`src/mem_sys_pkg.sv`:
```
package mem_sys_pkg;

    localparam int ADDR_W = 32;
    localparam int DATA_W = 32;
    localparam int SEL_W = 4; // One select per byte lane.

    localparam int NUM_PORTS = 3;
    localparam int PORT_ID_W = $clog2(NUM_PORTS);

    // Lower index wins arbitration.
    localparam int PORT_DATA = 0;
    localparam int PORT_UNCACHED = 1;
    localparam int PORT_INST = 2;

    // Start-up sequence.
    localparam int COLD_CYCLES = 128;
    localparam int COLD_CNT_W = $clog2(COLD_CYCLES);
    localparam int WARM_READS = 3;
    localparam int WARM_CNT_W = $clog2(WARM_READS + 1);

    localparam int QUEUE_DEPTH = 4;

    typedef logic [PORT_ID_W-1:0] port_id_t;

    // One single-word bus transfer and the port that asked for it.
    typedef struct packed {
        logic we;
        logic [ADDR_W-1:0] addr;
        logic [DATA_W-1:0] wdata;
        logic [SEL_W-1:0] sel;
        port_id_t port;
    } mem_req_t;

endpackage

```
`src/mem_req_if.sv`:
```
`timescale 1ns/1ps

interface mem_req_if;

    import mem_sys_pkg::*;

    logic valid;
    logic ready;
    mem_req_t req;

    // Source holds valid and req until the cycle with ready high.
    modport source (
        output valid,
        output req,
        input ready
    );

    modport sink (
        input valid,
        input req,
        output ready
    );

endinterface

```
`src/mem_sys_top.sv`:
```
`timescale 1ns/1ps

module mem_sys_top (
    input logic Clk,
    input logic Myreset,

    // Requester ports.
    input logic [mem_sys_pkg::NUM_PORTS-1:0] port_req_i,
    input logic [mem_sys_pkg::NUM_PORTS-1:0] port_we_i,
    input logic [mem_sys_pkg::NUM_PORTS-1:0][mem_sys_pkg::ADDR_W-1:0] port_addr_i,
    input logic [mem_sys_pkg::NUM_PORTS-1:0][mem_sys_pkg::DATA_W-1:0] port_wdata_i,
    input logic [mem_sys_pkg::NUM_PORTS-1:0][mem_sys_pkg::SEL_W-1:0] port_sel_i,
    output logic [mem_sys_pkg::NUM_PORTS-1:0] port_ack_o,
    output logic [mem_sys_pkg::DATA_W-1:0] port_rdata_o,

    // Wishbone classic master.
    output logic wb_cyc_o,
    output logic wb_stb_o,
    output logic wb_we_o,
    output logic [mem_sys_pkg::ADDR_W-1:0] wb_adr_o,
    output logic [mem_sys_pkg::DATA_W-1:0] wb_dat_o,
    output logic [mem_sys_pkg::SEL_W-1:0] wb_sel_o,
    input logic [mem_sys_pkg::DATA_W-1:0] wb_dat_i,
    input logic wb_ack_i
);

    import mem_sys_pkg::*;

    logic serve_en;
    logic cached_open;
    logic warm_read_done;

    mem_req_if arb_q ();
    mem_req_if q_wb ();

    warm_up_ctrl warm_up_ctrl_inst (
        .Clk (Clk),
        .Myreset (Myreset),
        .warm_read_done_i (warm_read_done),
        .serve_en_o (serve_en),
        .cached_open_o (cached_open)
    );

    port_arbiter port_arbiter_inst (
        .Clk (Clk),
        .Myreset (Myreset),
        .port_req_i (port_req_i),
        .port_we_i (port_we_i),
        .port_addr_i (port_addr_i),
        .port_wdata_i (port_wdata_i),
        .port_sel_i (port_sel_i),
        .rsp_ack_i (port_ack_o), // Clears the pending bit.
        .serve_en_i (serve_en),
        .cached_open_i (cached_open),
        .arb_q (arb_q.source)
    );

    req_fifo #(
        .DEPTH (QUEUE_DEPTH)
    ) req_fifo_inst (
        .Clk (Clk),
        .Myreset (Myreset),
        .arb_q (arb_q.sink),
        .q_wb (q_wb.source)
    );

    wb_master wb_master_inst (
        .Clk (Clk),
        .Myreset (Myreset),
        .q_wb (q_wb.sink),
        .wb_dat_i (wb_dat_i),
        .wb_ack_i (wb_ack_i),
        .wb_cyc_o (wb_cyc_o),
        .wb_stb_o (wb_stb_o),
        .wb_we_o (wb_we_o),
        .wb_adr_o (wb_adr_o),
        .wb_dat_o (wb_dat_o),
        .wb_sel_o (wb_sel_o),
        .port_ack_o (port_ack_o),
        .port_rdata_o (port_rdata_o),
        .warm_read_done_o (warm_read_done)
    );

endmodule

```
`src/port_arbiter.sv`:
```
`timescale 1ns/1ps

module port_arbiter (
    input logic Clk,
    input logic Myreset,
    input logic [mem_sys_pkg::NUM_PORTS-1:0] port_req_i,
    input logic [mem_sys_pkg::NUM_PORTS-1:0] port_we_i,
    input logic [mem_sys_pkg::NUM_PORTS-1:0][mem_sys_pkg::ADDR_W-1:0] port_addr_i,
    input logic [mem_sys_pkg::NUM_PORTS-1:0][mem_sys_pkg::DATA_W-1:0] port_wdata_i,
    input logic [mem_sys_pkg::NUM_PORTS-1:0][mem_sys_pkg::SEL_W-1:0] port_sel_i,
    input logic [mem_sys_pkg::NUM_PORTS-1:0] rsp_ack_i,
    input logic serve_en_i,
    input logic cached_open_i,
    mem_req_if.source arb_q
);

    import mem_sys_pkg::*;

    logic [NUM_PORTS-1:0] pending;
    logic [NUM_PORTS-1:0] allowed;
    logic [NUM_PORTS-1:0] in_flight;
    logic [NUM_PORTS-1:0] cand;
    logic [NUM_PORTS-1:0] push_bit;
    logic grant_vld;
    port_id_t grant_id;
    logic slot_free;
    logic valid_q;
    mem_req_t req_q;

    assign arb_q.valid = valid_q;
    assign arb_q.req = req_q;

    assign slot_free = !valid_q || arb_q.ready;

    always_comb begin
        allowed = '0;
        if (serve_en_i) begin
            if (cached_open_i) begin
                allowed = '1;
            end else begin
                allowed[PORT_UNCACHED] = 1'b1; // Bypass mode during warm-up.
            end
        end
    end

    // The port on the interface is not yet marked pending.
    always_comb begin
        in_flight = '0;
        if (valid_q) begin
            in_flight[req_q.port] = 1'b1;
        end
    end

    assign cand = port_req_i & allowed & ~pending & ~in_flight;

    // Fixed priority, lowest index wins.
    always_comb begin
        grant_vld = 1'b0;
        grant_id = '0;
        for (int p = NUM_PORTS - 1; p >= 0; p--) begin
            if (cand[p]) begin
                grant_vld = 1'b1;
                grant_id = port_id_t'(p);
            end
        end
    end

    assign push_bit = (valid_q && arb_q.ready) ? in_flight : '0;

    always_ff @(posedge Clk) begin
        if (Myreset) begin
            pending <= '0;
            valid_q <= 1'b0;
        end else begin
            pending <= (pending | push_bit) & ~rsp_ack_i;
            if (slot_free) begin
                valid_q <= grant_vld;
            end
        end
    end

    always_ff @(posedge Clk) begin
        if (slot_free && grant_vld) begin
            req_q.we <= port_we_i[grant_id];
            req_q.addr <= port_addr_i[grant_id];
            req_q.wdata <= port_wdata_i[grant_id];
            req_q.sel <= port_sel_i[grant_id];
            req_q.port <= grant_id;
        end
    end

endmodule

```
`src/req_fifo.sv`:
```
`timescale 1ns/1ps

module req_fifo #(
    parameter int DEPTH = mem_sys_pkg::QUEUE_DEPTH
) (
    input logic Clk,
    input logic Myreset,
    mem_req_if.sink arb_q,
    mem_req_if.source q_wb
);

    import mem_sys_pkg::*;

    typedef logic [$clog2(DEPTH)-1:0] ptr_t;
    typedef logic [$clog2(DEPTH+1)-1:0] cnt_t;

    mem_req_t mem [DEPTH];
    ptr_t wr_ptr;
    ptr_t rd_ptr;
    cnt_t count;
    logic push;
    logic pop;

    assign arb_q.ready = (count != cnt_t'(DEPTH)); // Low only when full.
    assign q_wb.valid = (count != '0);
    assign q_wb.req = mem[rd_ptr];

    assign push = arb_q.valid && arb_q.ready;
    assign pop = q_wb.valid && q_wb.ready;

    always_ff @(posedge Clk) begin
        if (push) begin
            mem[wr_ptr] <= arb_q.req;
        end
    end

    // Pointers wrap by compare so any depth works.
    always_ff @(posedge Clk) begin
        if (Myreset) begin
            wr_ptr <= '0;
            rd_ptr <= '0;
            count <= '0;
        end else begin
            if (push) begin
                wr_ptr <= (wr_ptr == ptr_t'(DEPTH - 1)) ? '0 : wr_ptr + 1'b1;
            end
            if (pop) begin
                rd_ptr <= (rd_ptr == ptr_t'(DEPTH - 1)) ? '0 : rd_ptr + 1'b1;
            end
            case ({push, pop})
                2'b10: count <= count + 1'b1;
                2'b01: count <= count - 1'b1;
                default: count <= count; // Both or neither.
            endcase
        end
    end

endmodule

```
`src/warm_up_ctrl.sv`:
```
`timescale 1ns/1ps

module warm_up_ctrl (
    input logic Clk,
    input logic Myreset,
    input logic warm_read_done_i,
    output logic serve_en_o,
    output logic cached_open_o
);

    import mem_sys_pkg::*;

    logic [COLD_CNT_W-1:0] cold_cnt;
    logic [WARM_CNT_W-1:0] warm_cnt;

    // Reset stretch. Nothing is served until the counter wraps.
    always_ff @(posedge Clk) begin
        if (Myreset) begin
            cold_cnt <= '0;
            serve_en_o <= 1'b0;
        end else if (!serve_en_o) begin
            cold_cnt <= cold_cnt + 1'b1;
            if (cold_cnt == COLD_CNT_W'(COLD_CYCLES - 1)) begin
                serve_en_o <= 1'b1;
            end
        end
    end

    // Cached ports stay closed until enough uncached reads came back.
    always_ff @(posedge Clk) begin
        if (Myreset) begin
            warm_cnt <= '0;
            cached_open_o <= 1'b0;
        end else if (warm_read_done_i && !cached_open_o) begin
            warm_cnt <= warm_cnt + 1'b1; // Saturates, since open stops the count.
            if (warm_cnt == WARM_CNT_W'(WARM_READS - 1)) begin
                cached_open_o <= 1'b1;
            end
        end
    end

endmodule

```
`src/wb_master.sv`:
```
`timescale 1ns/1ps

module wb_master (
    input logic Clk,
    input logic Myreset,
    mem_req_if.sink q_wb,
    input logic [mem_sys_pkg::DATA_W-1:0] wb_dat_i,
    input logic wb_ack_i,
    output logic wb_cyc_o,
    output logic wb_stb_o,
    output logic wb_we_o,
    output logic [mem_sys_pkg::ADDR_W-1:0] wb_adr_o,
    output logic [mem_sys_pkg::DATA_W-1:0] wb_dat_o,
    output logic [mem_sys_pkg::SEL_W-1:0] wb_sel_o,
    output logic [mem_sys_pkg::NUM_PORTS-1:0] port_ack_o,
    output logic [mem_sys_pkg::DATA_W-1:0] port_rdata_o,
    output logic warm_read_done_o
);

    import mem_sys_pkg::*;

    typedef enum logic {
        IDLE,
        BUSY
    } state_t;

    state_t state;
    mem_req_t cur_req;

    assign q_wb.ready = (state == IDLE);

    // Classic cycle, one word per request.
    assign wb_cyc_o = (state == BUSY);
    assign wb_stb_o = (state == BUSY);
    assign wb_we_o = cur_req.we;
    assign wb_adr_o = cur_req.addr;
    assign wb_dat_o = cur_req.wdata;
    assign wb_sel_o = cur_req.sel;

    always_ff @(posedge Clk) begin
        if (Myreset) begin
            state <= IDLE;
            port_ack_o <= '0;
            warm_read_done_o <= 1'b0;
        end else begin
            port_ack_o <= '0;
            warm_read_done_o <= 1'b0;
            case (state)
                IDLE: begin
                    if (q_wb.valid) begin
                        state <= BUSY;
                    end
                end
                BUSY: begin
                    if (wb_ack_i) begin
                        state <= IDLE;
                        port_ack_o[cur_req.port] <= 1'b1;
                        warm_read_done_o <= !cur_req.we
                            && (cur_req.port == port_id_t'(PORT_UNCACHED));
                    end
                end
                default: state <= IDLE;
            endcase
        end
    end

    always_ff @(posedge Clk) begin
        if (state == IDLE && q_wb.valid) begin
            cur_req <= q_wb.req;
        end
        if (state == BUSY && wb_ack_i) begin
            port_rdata_o <= wb_dat_i; // Valid with the ack pulse.
        end
    end

endmodule
```
`config.mk`:
```
export PLATFORM = sky130hd
export DESIGN_NAME = mem_sys_top
export DESIGN_NICKNAME = d
export VERILOG_FILES = /design/src/mem_sys_pkg.sv /design/src/mem_req_if.sv /design/src/mem_sys_top.sv /design/src/port_arbiter.sv /design/src/req_fifo.sv /design/src/warm_up_ctrl.sv /design/src/wb_master.sv
export SDC_FILE = /design/constraint.sdc
export NUM_CORES = 1
export LEC_CHECK = 0
export BUFFER_PORTS_ARGS = -buffer_cell sky130_fd_sc_hd__buf_4
export CORE_MARGIN = 5
export CORE_UTILIZATION = 35
export DETAILED_ROUTE_END_ITERATION = 7
export PLACE_DENSITY = 0.56
export SLEW_MARGIN = 0
export SYNTH_ARGS = -nofsm -noshare
export SYNTH_HDL_FRONTEND = slang
export SYNTH_SLANG_ARGS = --single-unit
```
`constraint.sdc`:
```
create_clock -name Clk -period 11.1 [get_ports Clk]
set_input_delay 3.33 -clock Clk [delete_from_list [all_inputs] [get_ports Clk]]
set_output_delay 3.33 -clock Clk [all_outputs]
set_load 0.005 [all_outputs]
```
# Word-level counts from Yosys, hierarchy flattened
# Memories as Yosys holds them, arrays and structs flattened. A register that Yosys moved wholly into a read port is not among the register bits.
# Cells that the tools add are included.
# totals
register_bits	130
ramBits	284
in_bits	245
output_inout_bits	106
wordCells	96
mem_count	1
# op_classes
addsub	6
magnitude_cmp	5
n_eq_ne	8
muxes	32
n_bitwise	10
n_reduce_logical	16
# memory_table
memory	depth	width	read_ports	rd_clocked_by_memory_dff	write_ports	line_no	rtl
req_fifo_inst.mem	4	71	1	1	1	req_fifo.sv:17	mem_req_t mem [DEPTH];
# ops
operator	count
$bmux W32 S2	2
$mux W32	2
$mux W1	13
$and A3 B3 Y3	4
$mux W2	5
$lt A2 B3 Y1 const B	3
$mux W3	3
$not A3 Y3	3
$bmux W4 S2	1
$eq A2 B2 Y1 const B	4
$logic_and A1 B1 Y1	8
$add A7 B1 Y7 const B	1
$eq A7 B7 Y1 const B	1
$add A2 B1 Y2 const B	3
$pmux W3 S2	1
$demux W1 S2	2
$eq A2 B1 Y1 const B	2
$ge A2 B1 Y1 const B	2
$mux W4	1
$add A3 B1 Y3 const B	1
$logic_not A1 Y1	3
$ne A3 B3 Y1 const B	1
$or A3 B3 Y3	1
$reduce_bool A3 Y1	1
other kinds (8)	9

# Longest topological paths before layout
# depth
word_depth	12
ltp_mapped	9
mapped_depth_nobuf	8

# By module
# A second synthesis with hierarchy kept.
# unflattened
hier_cells	913
hier_area_um2	19563.8
# modules_own_cells
module	n_inst	cells_per_inst	area_each_um2	seq_area_each_um2
req_fifo	1	423	10714.0	8708.4
port_arbiter	1	256	4610.7	2212.1
wb_master	1	188	3779.9	3193.1
warm_up_ctrl	1	46	459.2	220.2

# Least setup slack after synthesis
# Ideal clock, no wire load.
# synth_timing
path_type	in2reg
start	input port port_req_i[1] (netlist name)
end	register port_arbiter_inst.req_q (netlist bit port_arbiter_inst.arb_q.req[0]), enable pin
setup_ns	0.524
arrival_time_ns	7.192
required_time_ns	10.576
slack_ns	3.384
cell_stages	4
n_path_buf	0
path_cell_list	nor2b_1 -> and3_1 -> a31oi_1 -> a21oi_1
# synth_via
elab_chain_cells	6
# synth_rtl
element	line_no	rtl
start: declaration	mem_sys_top.sv:8	input logic [mem_sys_pkg::NUM_PORTS-1:0] port_req_i,
$and A3 B3 Y3 (3 in series)	port_arbiter.sv:54	assign cand = port_req_i & allowed & ~pending & ~in_flight;
$mux W1 (2 in series)	port_arbiter.sv:61	if (cand[p]) begin
$logic_and A1 B1 Y1	port_arbiter.sv:83	if (slot_free && grant_vld) begin
end: declaration	port_arbiter.sv:28	mem_req_t req_q;
# No other way between the ends.
# A chain may end at the register's enable or synchronous reset.

# Worst setup path after layout
# layout_timing
start	input port port_req_i[1] (netlist name)
end	register port_arbiter_inst.req_q (netlist bit port_arbiter_inst.arb_q.req[44]), data pin
# layout_via
elab_chain_cells	7
# layout_rtl
element	line_no	rtl
$and A3 B3 Y3 (3 in series)	port_arbiter.sv:54	
$mux W2 (2 in series)	port_arbiter.sv:61	
$bmux W32 S2	port_arbiter.sv:85	req_q.addr <= port_addr_i[grant_id];
$mux W32 (implied by the code)	port_arbiter.sv:85	
# No other way between the ends. The select of a mux whose other input is x is not followed.

==> results.ini <==
[outcome]
status=complete, no violations

[drt]
routed_via_density=4.66
wl_um=39200
vias=9076
drc=0
wl_per_cell_um=20.1
dr.pass1.iters=4
ant_nets=0
drt_iter0_markers=458

[logic_synthesis]
synth_cells=910
ys_top_cells_by_count=edfxtp_1, mux4_2, buf_4, mux2_4, mux2_1
synth_area_leaders=edfxtp_1, mux4_2, mux2_4
synth_xor_area_frac=0.00366
async_flop_share=0
synth_area_mm2=0.0192
synth_edf_count=458
syn_nets=1164
synth.distinct_cells=41
yosysMostFrequentCell=edfxtp_1
synth_top_family_by_area=multiplexers
yosys.area.top_type_share=0.718
yosysWarnings=0
yosysTopAreaCell=edfxtp_1
synth_seq_area_share=0.746
synthAdderAreaFrac=0.00627
ys_ff_latch=485
synth.mux.area_fraction=0.180
synth_simple_gate_area_frac=0.0174
synth_compound_gate_area_share=0.00653
dominantRegCellSynth=edfxtp_1
synth.avg_cell_area_um2=21.1

[placed_design]
pre_cts_slack_ns=4.87
hpwl_um=23800
io_buffers=350
gp_congestion=0.713

[cells_and_area]
fillers=4753
fin_nets=1471
antenna_cells=0
area_delta_synth_final_pct=22.6
post-route-util=0.435
drive_gt1_frac=0.460

[power_and_ir_drop]
ir_drop_mv=0.0995
power_uw=4100
leakagePower_uw=0.00838
power.density_mw_per_mm2=174

[worst_setup_path]
max_stage_delay_ns=0.80
path_cells=buf_4 -> nor2b_1 -> and3_1 -> a2111o_2 -> buf_4 -> mux2_4
worstPathMaxFanout=44
critPathCaptureType=flop
start_kind=input port
rr_worst_depth=5
worstPathRequired_ns=11.41
crit_path_frequent_cell=buf_4
criticalPathCategory=input port to flop
r2r_slack_ns=7.71
slowest_stage=buf_4
cp.arrival_ns=5.90

[clock_network]
htree_levels=2
insertion_delay_ns=0.57
cts_hold_buf=0
clockBufferDepth=3
cts-resized-gates=0
clkTransAtPathRegs_ns=0.06
cts.sink_count=485
cts_tree=built
clock-root-buffer=clkbuf_16
post_cts_buffers=0
cts-buffers-inserted=51

[sta]
timing.fmax_mhz=179
rsz0062_at_grt=false
clock-skew-final_ns=0.0156
timing.final.crit_share=0.504
worstMarginPinSlew_ns=1.19
fin_tns_setup_ns=0
hold_viol=0
maxSlewViolCount=0
fin_crit_ns=5.59
setup_violations=0
setup_ws_ns=5.51
slew_headroom=0.204

[global_route]
grt_pass1_wl_um=59600
grt_max_degree=70
antenna_found_initial=0
grt_pass1_vias=9945
gr-usage-all-layers=0.129
overflow=0

[min_path]
hold_path_class=flop to flop
whs_path_depth=1

[floorplanning]
die-area_mm2=0.0595
core-area_mm2=0.0540
rows=85
initial_core_util=0.355
ios=351
die_y_um=244
chipWidth_um=244

[run]
drv_cap=0

-- final timing paths --
check	start	end
hold / removal	wb_master_inst.port_ack_o[0]	port_arbiter_inst.pending[0]
setup reg to reg	warm_up_ctrl_inst.serve_en_o	port_arbiter_inst.arb_q.req[44]
hold reg to reg	wb_master_inst.port_ack_o[0]	port_arbiter_inst.pending[0]
setup / recovery	port_req_i[1]	port_arbiter_inst.arb_q.req[44]
-- power by group --
part | leakage (uW) | total, uW | internal, uW | switching [uW]
sequential | 0.00435 | 2160 | 2100 | 58.6
clock | 0.000693 | 1490 | 836 | 658
combinational | 0.00333 | 442 | 247 | 194
-- layout make-up --
cell class | count | area (um^2) | share of cell area
Clock buffer | 64 | 1330 | 0.0564
Clock inverter | 24 | 109 | 0.00463
Inverter | 10 | 37.5 | 0.00160
Multi-Input combinational cell | 309 | 4140 | 0.176
Sequential cell | 485 | 14300 | 0.609
Tap cell | 696 | 871 | 0.0371
Timing Repair Buffer | 360 | 2700 | 0.115
-- state kept, by name (all words and copies together), names as in the netlist --
register and flops:
req_fifo_inst.mem 284, port_arbiter_inst.arb_q.req 71, wb_master_inst.port_rdata_o 32, wb_master_inst.wb_adr_o 32, wb_master_inst.wb_dat_o 32, warm_up_ctrl_inst.cold_cnt 7, wb_master_inst.wb_sel_o 4, port_arbiter_inst.pending 3
req_fifo_inst.count 3, wb_master_inst.port_ack_o 3, req_fifo_inst.rd_ptr 2, req_fifo_inst.wr_ptr 2, warm_up_ctrl_inst.warm_cnt 2, wb_master_inst.cur_req 2, port_arbiter_inst.arb_q.valid 1, warm_up_ctrl_inst.cached_open_o 1
warm_up_ctrl_inst.serve_en_o 1, wb_master_inst.warm_read_done_o 1, wb_master_inst.wb_cyc_o 1, wb_master_inst.wb_we_o 1
-- critical path: cells and delay by family --
family / cells / cell delay, ns
muxes: 1 / 0.36
AOI/OAI and AO/OA: 1 / 0.73
buffers and inverters: 2 / 0.88
and+or+nand+nor: 2 / 0.47
-- through the flow --
step	cells	hold WS (ns)	instance area (um^2)
final	1948	0.423	23500
after global routing	1948	0.446	23500
after CTS	1948	0.429	23500
after detailed placement	1860	0.421	22100
after global placement	1860	0.414	22100
after floorplan	910	0.422	19200
-- per-layer routing --
metal	vias to the layer above	part of all wire	global-route usage
li1	4166	-	-
met4	0	0.020	0.0363
met2	250	0.51	0.228
met5	-	0	0
met1	4602	0.41	0.158
met3	58	0.062	0.0339
-- placed cells by master, fill, tap and decap left out, types with 8 or more instances in the layout --
cell type	instances
buf_4	360
ha_1	8
mux2_4	69
mux4_2	71
edfxtp_1	458
dfxtp_1	25
clkinv_1	16
clkbuf_16	51
clkbuf_1	13
inv_1	10
nor2_1	18
mux2_1	67
nand2_1	9
-- kinds of logic after synthesis --
group / Yosys count
xor+xnor: 8
buf+inv: 116
simple gates: 61
compound gates: 19
flops: 485
mux: 212
fa+ha+maj: 9
No activity file was read; power rests on OpenSTA's default activity.
